[src/design/ppu_defines.svh]
`ifndef PPU_DEFINES_SVH
`define PPU_DEFINES_SVH

// Composed row is eight pixels of 8-bit colour codes
`define PPU_ROW_W 64

// Palette size
// Lower 16 entries hold background groups and upper 16 hold sprite groups
`define PPU_PAL_ENTRIES 32

// Rows the downstream buffer can take before it returns a credit
`define PPU_OUT_CREDITS 4

`endif

[src/design/ppu_pkg.sv]
package ppu_pkg;

	// Configuration port opcode
	typedef enum logic {
		// Load the control register from cfg_data
		CFG_CTRL2   = 1'b0,
		// Load one palette entry at cfg_addr
		CFG_PALETTE = 1'b1
	} cfg_op_t;

	// Row loader slot state
	typedef enum logic {
		// Nothing held and ready for a new row
		LD_EMPTY = 1'b0,
		// Holding a row for the compositor
		LD_FULL  = 1'b1
	} ld_state_t;

endpackage

[src/design/ppu_regs.sv]
`timescale 1ns/1ns
`include "ppu_defines.svh"

module ppu_regs (
	input  logic             clk,
	input  logic             arst_n,
	// Configuration write port
	input  logic             cfg_valid,
	input  ppu_pkg::cfg_op_t cfg_op,
	input  logic [4:0]       cfg_addr,
	input  logic [7:0]       cfg_data,
	// Group selects of the row being composed
	input  logic [1:0]       bg_pal_sel,
	input  logic [1:0]       s0_pal_sel,
	input  logic [1:0]       s1_pal_sel,
	// Register contents for the compositor
	output logic [7:0]       ctrl2,
	output logic [31:0]      bg_colors,
	output logic [31:0]      s0_colors,
	output logic [31:0]      s1_colors
);
	import ppu_pkg::*;

	// Palette entries, four per colour group
	logic [7:0] palette [0:`PPU_PAL_ENTRIES-1];

	always_ff @(posedge clk or negedge arst_n) begin
		if (!arst_n) begin
			ctrl2 <= 8'h00;
			for (int i = 0; i < `PPU_PAL_ENTRIES; i++) begin
				palette[i] <= 8'h00;
			end
		end else if (cfg_valid) begin
			if (cfg_op == CFG_CTRL2) begin
				ctrl2 <= cfg_data;
			end else begin
				palette[cfg_addr] <= cfg_data;
			end
		end
	end

	// Pack four consecutive entries into one group word
	// Colour n lands at bits 8n upward
	function automatic logic [31:0] color_group(input logic [4:0] base);
		logic [31:0] grp;
		for (int n = 0; n < 4; n++) begin
			grp[8*n +: 8] = palette[base + 5'(n)];
		end
		return grp;
	endfunction

	always_comb begin
		// Background groups live in the lower half
		bg_colors = color_group({1'b0, bg_pal_sel, 2'b00});
		// Sprite groups live in the upper half
		s0_colors = color_group({1'b1, s0_pal_sel, 2'b00});
		s1_colors = color_group({1'b1, s1_pal_sel, 2'b00});
	end

endmodule

[src/design/row_loader.sv]
`timescale 1ns/1ns

module row_loader (
	input  logic       clk,
	input  logic       arst_n,
	// Row input handshake
	input  logic       row_valid,
	output logic       row_ready,
	// Incoming row fields
	input  logic [7:0] bg_low,
	input  logic [7:0] bg_high,
	input  logic [1:0] bg_pal,
	input  logic [7:0] s0_low,
	input  logic [7:0] s0_high,
	input  logic [7:0] s0_attr,
	input  logic [7:0] s1_low,
	input  logic [7:0] s1_high,
	input  logic [7:0] s1_attr,
	// Emitter takes the held row this cycle
	input  logic       load_take,
	// Held row toward compositor and registers
	output logic       held_valid,
	output logic [7:0] h_bg_low,
	output logic [7:0] h_bg_high,
	output logic [1:0] h_bg_pal,
	output logic [7:0] h_s0_low,
	output logic [7:0] h_s0_high,
	output logic [7:0] h_s0_attr,
	output logic [7:0] h_s1_low,
	output logic [7:0] h_s1_high,
	output logic [7:0] h_s1_attr
);
	import ppu_pkg::*;

	ld_state_t state;
	logic      live;
	logic      row_fire;

	// Goes high on the first edge after reset release
	// Keeps ready low while reset is applied
	always_ff @(posedge clk or negedge arst_n) begin
		if (!arst_n) begin
			live <= 1'b0;
		end else begin
			live <= 1'b1;
		end
	end

	// Slot can accept when empty or when being drained this cycle
	assign row_ready  = live && ((state == LD_EMPTY) || load_take);
	assign row_fire   = row_valid && row_ready;
	assign held_valid = (state == LD_FULL);

	// Slot occupancy
	always_ff @(posedge clk or negedge arst_n) begin
		if (!arst_n) begin
			state <= LD_EMPTY;
		end else if (row_fire) begin
			// Refill covers the drain-and-load case too
			state <= LD_FULL;
		end else if (load_take) begin
			state <= LD_EMPTY;
		end
	end

	// Row payload, only written on a transfer
	always_ff @(posedge clk) begin
		if (row_fire) begin
			h_bg_low  <= bg_low;
			h_bg_high <= bg_high;
			h_bg_pal  <= bg_pal;
			h_s0_low  <= s0_low;
			h_s0_high <= s0_high;
			h_s0_attr <= s0_attr;
			h_s1_low  <= s1_low;
			h_s1_high <= s1_high;
			h_s1_attr <= s1_attr;
		end
	end

endmodule

[src/design/pixel_mux.sv]
`timescale 1ns/1ns
`include "ppu_defines.svh"

module pixel_mux (
	// Bit 3 enables background and bit 4 enables sprites
	input  logic [7:0]            ctrl2,
	// Background pattern planes and group colours
	input  logic [7:0]            bg_low,
	input  logic [7:0]            bg_high,
	input  logic [31:0]           bg_colors,
	// Sprite 0
	input  logic [7:0]            s0_low,
	input  logic [7:0]            s0_high,
	input  logic [7:0]            s0_attr,
	input  logic [31:0]           s0_colors,
	// Sprite 1
	input  logic [7:0]            s1_low,
	input  logic [7:0]            s1_high,
	input  logic [7:0]            s1_attr,
	input  logic [31:0]           s1_colors,
	// Composed row and sprite-hit flags
	output logic [`PPU_ROW_W-1:0] pixels,
	output logic                  hit0,
	output logic                  hit1
);

	logic bg_en;
	logic spr_en;

	assign bg_en  = ctrl2[3];
	assign spr_en = ctrl2[4];

	// 2-bit colour index of pixel i from its two planes
	function automatic logic [1:0] pix_index(input logic [7:0] low, input logic [7:0] high,
		input int i);
		return {high[i], low[i]};
	endfunction

	// Colour n of a group word
	function automatic logic [7:0] pick(input logic [31:0] colors, input logic [1:0] idx);
		return colors[8*idx +: 8];
	endfunction

	// Opaque sprite pixel drawn when in front or over empty background
	function automatic logic sprite_drawn(input logic en, input logic [1:0] s_idx,
		input logic [7:0] attr, input logic [1:0] b_idx);
		return en && (s_idx != 2'b00) && (!attr[5] || (b_idx == 2'b00));
	endfunction

	// Any opaque sprite pixel over an opaque background pixel
	function automatic logic overlap(input logic [7:0] low, input logic [7:0] high);
		return |((bg_low | bg_high) & (low | high));
	endfunction

	// Hits ignore the enables
	assign hit0 = overlap(s0_low, s0_high);
	assign hit1 = overlap(s1_low, s1_high);

	always_comb begin
		logic [1:0] b_idx;
		logic [1:0] s0_idx;
		logic [1:0] s1_idx;
		for (int i = 0; i < 8; i++) begin
			b_idx  = pix_index(bg_low, bg_high, i);
			s0_idx = pix_index(s0_low, s0_high, i);
			s1_idx = pix_index(s1_low, s1_high, i);
			// Sprite 0 has priority over sprite 1
			if (sprite_drawn(spr_en, s0_idx, s0_attr, b_idx)) begin
				pixels[8*i +: 8] = pick(s0_colors, s0_idx);
			end else if (sprite_drawn(spr_en, s1_idx, s1_attr, b_idx)) begin
				pixels[8*i +: 8] = pick(s1_colors, s1_idx);
			end else if (bg_en && (b_idx != 2'b00)) begin
				pixels[8*i +: 8] = pick(bg_colors, b_idx);
			end else begin
				// Transparent everywhere
				pixels[8*i +: 8] = 8'h00;
			end
		end
	end

endmodule

[src/design/row_emitter.sv]
`timescale 1ns/1ns
`include "ppu_defines.svh"

module row_emitter (
	input  logic                  clk,
	input  logic                  arst_n,
	// Composed row from the loader and compositor
	input  logic                  held_valid,
	input  logic [`PPU_ROW_W-1:0] pixels,
	input  logic                  hit0,
	input  logic                  hit1,
	// One pulse returns one downstream credit
	input  logic                  out_credit,
	// Row moves from loader into the output register
	output logic                  load_take,
	// Row output toward the downstream buffer
	output logic                  out_valid,
	output logic [`PPU_ROW_W-1:0] out_pixels,
	output logic                  out_hit0,
	output logic                  out_hit1
);

	localparam int               CNT_W   = $clog2(`PPU_OUT_CREDITS + 1);
	localparam logic [CNT_W-1:0] CNT_MAX = CNT_W'(`PPU_OUT_CREDITS);

	logic             full;
	logic [CNT_W-1:0] credits;

	// Issue whenever a row is held and a credit is available
	assign out_valid = full && (credits != '0);

	// Take a new row when free or when the current one leaves now
	assign load_take = held_valid && (!full || out_valid);

	// Output register occupancy
	always_ff @(posedge clk or negedge arst_n) begin
		if (!arst_n) begin
			full <= 1'b0;
		end else if (load_take) begin
			full <= 1'b1;
		end else if (out_valid) begin
			full <= 1'b0;
		end
	end

	// Row payload and flags
	always_ff @(posedge clk) begin
		if (load_take) begin
			out_pixels <= pixels;
			out_hit0   <= hit0;
			out_hit1   <= hit1;
		end
	end

	// Credit counter
	// Return and spend together cancel out
	always_ff @(posedge clk or negedge arst_n) begin
		if (!arst_n) begin
			credits <= CNT_MAX;
		end else if (out_credit && !out_valid) begin
			// Saturate at the buffer depth
			if (credits != CNT_MAX) begin
				credits <= credits + 1'b1;
			end
		end else if (out_valid && !out_credit) begin
			credits <= credits - 1'b1;
		end
	end

endmodule

[src/design/ppu_row_top.sv]
`timescale 1ns/1ns
`include "ppu_defines.svh"

module ppu_row_top (
	input  logic                  clk,
	input  logic                  arst_n,
	// Configuration port
	input  logic                  cfg_valid,
	input  ppu_pkg::cfg_op_t      cfg_op,
	input  logic [4:0]            cfg_addr,
	input  logic [7:0]            cfg_data,
	// Row input
	input  logic                  row_valid,
	output logic                  row_ready,
	input  logic [7:0]            bg_low,
	input  logic [7:0]            bg_high,
	input  logic [1:0]            bg_pal,
	input  logic [7:0]            s0_low,
	input  logic [7:0]            s0_high,
	input  logic [7:0]            s0_attr,
	input  logic [7:0]            s1_low,
	input  logic [7:0]            s1_high,
	input  logic [7:0]            s1_attr,
	// Row output with credit return
	output logic                  out_valid,
	output logic [`PPU_ROW_W-1:0] out_pixels,
	output logic                  out_hit0,
	output logic                  out_hit1,
	input  logic                  out_credit
);

	// Held row
	logic                  held_valid;
	logic                  load_take;
	logic [7:0]            h_bg_low;
	logic [7:0]            h_bg_high;
	logic [1:0]            h_bg_pal;
	logic [7:0]            h_s0_low;
	logic [7:0]            h_s0_high;
	logic [7:0]            h_s0_attr;
	logic [7:0]            h_s1_low;
	logic [7:0]            h_s1_high;
	logic [7:0]            h_s1_attr;

	// Register file outputs
	logic [7:0]            ctrl2;
	logic [31:0]           bg_colors;
	logic [31:0]           s0_colors;
	logic [31:0]           s1_colors;

	// Compositor outputs
	logic [`PPU_ROW_W-1:0] pixels;
	logic                  hit0;
	logic                  hit1;

	// Sprite groups come from attribute bits 1:0
	ppu_regs u_regs (
		.clk        (clk),
		.arst_n     (arst_n),
		.cfg_valid  (cfg_valid),
		.cfg_op     (cfg_op),
		.cfg_addr   (cfg_addr),
		.cfg_data   (cfg_data),
		.bg_pal_sel (h_bg_pal),
		.s0_pal_sel (h_s0_attr[1:0]),
		.s1_pal_sel (h_s1_attr[1:0]),
		.ctrl2      (ctrl2),
		.bg_colors  (bg_colors),
		.s0_colors  (s0_colors),
		.s1_colors  (s1_colors)
	);

	row_loader u_loader (
		.clk        (clk),
		.arst_n     (arst_n),
		.row_valid  (row_valid),
		.row_ready  (row_ready),
		.bg_low     (bg_low),
		.bg_high    (bg_high),
		.bg_pal     (bg_pal),
		.s0_low     (s0_low),
		.s0_high    (s0_high),
		.s0_attr    (s0_attr),
		.s1_low     (s1_low),
		.s1_high    (s1_high),
		.s1_attr    (s1_attr),
		.load_take  (load_take),
		.held_valid (held_valid),
		.h_bg_low   (h_bg_low),
		.h_bg_high  (h_bg_high),
		.h_bg_pal   (h_bg_pal),
		.h_s0_low   (h_s0_low),
		.h_s0_high  (h_s0_high),
		.h_s0_attr  (h_s0_attr),
		.h_s1_low   (h_s1_low),
		.h_s1_high  (h_s1_high),
		.h_s1_attr  (h_s1_attr)
	);

	// Combinational between loader and emitter
	pixel_mux u_mux (
		.ctrl2     (ctrl2),
		.bg_low    (h_bg_low),
		.bg_high   (h_bg_high),
		.bg_colors (bg_colors),
		.s0_low    (h_s0_low),
		.s0_high   (h_s0_high),
		.s0_attr   (h_s0_attr),
		.s0_colors (s0_colors),
		.s1_low    (h_s1_low),
		.s1_high   (h_s1_high),
		.s1_attr   (h_s1_attr),
		.s1_colors (s1_colors),
		.pixels    (pixels),
		.hit0      (hit0),
		.hit1      (hit1)
	);

	row_emitter u_emitter (
		.clk        (clk),
		.arst_n     (arst_n),
		.held_valid (held_valid),
		.pixels     (pixels),
		.hit0       (hit0),
		.hit1       (hit1),
		.out_credit (out_credit),
		.load_take  (load_take),
		.out_valid  (out_valid),
		.out_pixels (out_pixels),
		.out_hit0   (out_hit0),
		.out_hit1   (out_hit1)
	);

endmodule

[config.mk]
export PLATFORM = sky130hd
export DESIGN_NAME = ppu_row_top
export DESIGN_NICKNAME = d
export VERILOG_FILES = /design/src/design/ppu_pkg.sv /design/src/design/ppu_regs.sv /design/src/design/row_loader.sv /design/src/design/pixel_mux.sv /design/src/design/row_emitter.sv /design/src/design/ppu_row_top.sv
export VERILOG_INCLUDE_DIRS = /design/src /design/src/design
export SDC_FILE = /design/constraint.sdc
export NUM_CORES = 1
export LEC_CHECK = 0
export BUFFER_PORTS_ARGS = -buffer_cell sky130_fd_sc_hd__buf_2
export CORE_MARGIN = 4
export CORE_UTILIZATION = 52
export CTS_BUF_LIST = sky130_fd_sc_hd__clkbuf_16
export CTS_CLUSTER_DIAMETER = 120
export DETAILED_ROUTE_END_ITERATION = 8
export PLACE_DENSITY = 0.7
export SYNTH_ARGS = -nofsm -noshare
export SYNTH_HDL_FRONTEND = slang
export SYNTH_SLANG_ARGS = --single-unit
[constraint.sdc]
create_clock -name clk -period 9.6 [get_ports clk]
set_clock_uncertainty 0.05 [all_clocks]
set_input_delay 1.44 -clock clk [delete_from_list [all_inputs] [get_ports clk]]
set_output_delay 1.44 -clock clk [all_outputs]
set_load 0.03 [all_outputs]
==> results.json <==
{
  "cts_resized": 0,
  "ys_async_sr_fraction": 0.667,
  "slew_violations": 0,
  "setup_viol": 0,
  "critical_path.top_delay_family": "simple AND/OR/NAND/NOR gates",
  "ys_top_cells_by_area": "dfrtp_1 29%, mux2_2 20%, edfxtp_1 18%, mux4_2 10%, a221oi_1 3.1%",
  "ir_drop_mv": 0.106,
  "ys_ff_latch": 366,
  "viasPerCell": 7.13,
  "die_h_um": 208,
  "synth_seq_area_share": 0.471,
  "gpl.final_weighted_congestion": 0.973,
  "synthTopCellsByCount": "366 x mux2_2, 243 x dfrtp_1, 122 x edfxtp_1, 92 x mux4_2, 78 x a22oi_1",
  "rows": 72,
  "clockBufferDepth": 3,
  "pwr-share-seq": 0.437,
  "fp.dieW_um": 208,
  "fin_crit_ps": 4110,
  "cts_buffers": 41,
  "max_freq_mhz": 244,
  "drive_gt1_frac": 0.448,
  "cts.sinks": 366,
  "status": "finished, final reports clean",
  "dieArea_mm2": 0.0431,
  "yosysWarnings": 0,
  "coreArea_mm2": 0.0390,
  "powerDensity_mw_per_mm2": 196,
  "cts_tree": "done",
  "drt_first_pass_iters": 6,
  "hp-class": "flop to flop",
  "grt_setup_unrepaired": "no",
  "startpoint_type": "flop",
  "power_frac_comb": 0.248,
  "synth_cell_type_count": 61,
  "fin_nets": 1642,
  "cts_root_buffer": "clkbuf_16",
  "power_frac_clock": 0.315,
  "antenna_found_initial": 6,
  "syn_area_per_cell_um2": 14.1,
  "hold_viol": 0,
  "tns_ps": 0,
  "grt_start_max_net_pins": 101,
  "slew_headroom": 0.132,
  "layout_setup_ws_ps": 5490,
  "final_core_util": 0.587,
  "postCtsSetupBuffers": 0,
  "clk_latency_ps": 580,
  "drt_wl_total_um": 66100,
  "initial_core_util": 0.531,
  "tightest_slew_ps": 1300,
  "grt.overflow.total": 0,
  "crit_type": "flop to output pin",
  "area_growth_pct": 10.4,
  "htreeDepth": 2,
  "swShare": 0.319,
  "antenna_left": 0,
  "endpoint_kind": "output pin",
  "critPathMaxFanout": 7,
  "worstPathBufferInverterCount": 2,
  "io_pins": 153,
  "cp_slowest_cell": "nor4_1",
  "grt_pass1_vias": 14600,
  "drtIter0Drc": 1803,
  "yosysMostFrequentCell": "mux2_2",
  "leakage_nw": 9.39,
  "slowest_delay_ps": 930,
  "path_cells": "inv_1 > nor4_1 > nand2_1 > and2_1 > buf_2",
  "grt_first_pass_wirelength_um": 96800,
  "synth_fp_nets": 1561,
  "netlist_area_mm2": 0.0207,
  "arrival_ps": 2620,
  "ys.flop_type": "dfrtp_1",
  "synth_top_area_frac": 0.293,
  "place_ws_ps": 6080,
  "intPower_mw": 3.06,
  "cap_violations": 0,
  "drcViolationCount": 0,
  "postCtsHoldBufs": 0,
  "post-dp-hpwl_um": 43100,
  "post_drt_wl_per_cell_um": 31.4,
  "critical_path_required_ps": 8110,
  "grtUsageTotal": 0.297,
  "period_share": 0.428,
  "clk_pin_slew_worst_paths_ps": 60,
  "final.fill_count": 3002,
  "num_vias": 15000,
  "netlist_instances": 1475,
  "yosys.area.top_type": "dfrtp_1",
  "p_sw_mw": 1.44,
  "synth_edf_count": 122,
  "io_buffers": 142
}
[sequential cells by signal, summed over array words and instances, names as in the netlist]
register              cells
u_emitter.full            1
u_loader.h_s0_attr        3
u_loader.held_valid       1
u_loader.h_bg_high        8
u_regs.ctrl2              2
u_emitter.out_pixels     64
u_loader.h_bg_low         8
u_loader.h_s0_high        8
u_loader.h_s0_low         8
u_loader.h_bg_pal         2
u_loader.h_s1_high        8
u_loader.live             1
u_emitter.credits         3
u_loader.h_s1_low         8
u_emitter.out_hit0        1
u_emitter.out_hit1        1
u_regs.palette          236
u_loader.h_s1_attr        3
[routing by layer]
layer	share of wire	track usage	up-vias
met2	0.43	0.436	1082
li1	-	-	6140
met3	0.11	0.0870	283
met4	0.066	0.158	4
met5	0.00021	0	-
met1	0.39	0.403	7523
[worst reg2reg max path: cells and delay by family, from the launching register on]
kind	cells	cell delay [ps]
compound gates	3	1400
flops	1	800
buf+inv	1	630
[layout make-up]
cell class / instances / area, um2 / share of cell area
antenna: 3 / 7.51 / 0.000328
clock buffer: 42 / 1050 / 0.0459
tap: 518 / 648 / 0.0283
inverter: 13 / 48.8 / 0.00213
sequential: 366 / 9770 / 0.427
timing repair buffer: 157 / 833 / 0.0364
clock inverter: 31 / 144 / 0.00629
multi-input combinational: 977 / 10400 / 0.454
[metrics by stage]
| stage | instance area [um2] | std cells | hold slack (ps) | power (mW) |
|---|---|---|---|---|
| after floorplan | 20700 | 1475 | 404 | 2.67 |
| after global placement | 21700 | 2031 | 432 | 3.02 |
| after detailed placement | 21700 | 2031 | 438 | 3.05 |
| after CTS | 22900 | 2104 | 452 | 4.47 |
| after global routing | 22900 | 2106 | 456 | 4.64 |
| final | 22900 | 2107 | 452 | 4.49 |
[path summary, 6_finish.rpt]
path	slack (ps)	startpoint	cells after the start	end
setup / recovery	5490	u_emitter.full	5	row_ready
hold / removal	450	u_regs.palette[214]	1	u_regs.palette[214]
setup reg to reg	6530	u_regs.ctrl2[3]	4	u_emitter.out_pixels[54]
hold reg to reg	450	u_regs.palette[214]	1	u_regs.palette[214]
max in group asynchronous	7070	arst_n	2	u_regs.palette[144]
min in group asynchronous	850	arst_n	1	u_regs.palette[59]
[power groups by stage]
stage / Combinational (mW) / Clock (mW) / Sequential (mW)
global route: 1.15 / 1.51 / 1.98
floorplan: 0.675 / 0 / 1.99
detailed placement: 1.07 / 0 / 1.99
CTS: 1.07 / 1.44 / 1.96
global placement: 1.05 / 0 / 1.97
finish: 1.12 / 1.41 / 1.96
[cells in the final DEF, fill, tap and decap left out, types with 18 or more instances in the layout]
| master | Yosys | layout |
|---|---|---|
| a21oi_1 | 19 | 18 |
| mux2i_1 | 34 | 34 |
| a22oi_1 | 78 | 78 |
| mux4_1 | 18 | 18 |
| a31oi_1 | 35 | 35 |
| dfrtp_1 | 243 | 243 |
| buf_2 | 17 | 141 |
| mux4_2 | 92 | 92 |
| nand2_1 | 46 | 46 |
| nor2b_1 | 21 | 20 |
| mux2_2 | 366 | 366 |
| clkbuf_16 | 0 | 42 |
| nor2_1 | 23 | 23 |
| a221oi_1 | 73 | 73 |
| edfxtp_1 | 122 | 122 |
| inv_1 | 7 | 19 |
| o21ai_0 | 28 | 28 |
[cells by family (layout without fill, tap and decap cells)]
kind of cell               Yosys count  in the layout  synth area share
xor gates and xnor gates             2              2          0.000845
DFF                                366            366             0.471
adders and majority gates            1              1          0.000966
buffers and inverters              132            243            0.0284
AOI/OAI and AO/OA                  317            317             0.123
muxes                              510            510             0.338
other                                1              4          0.000181
and+or+nand+nor                    146            146            0.0369
(Power assumes the default switching activity.)
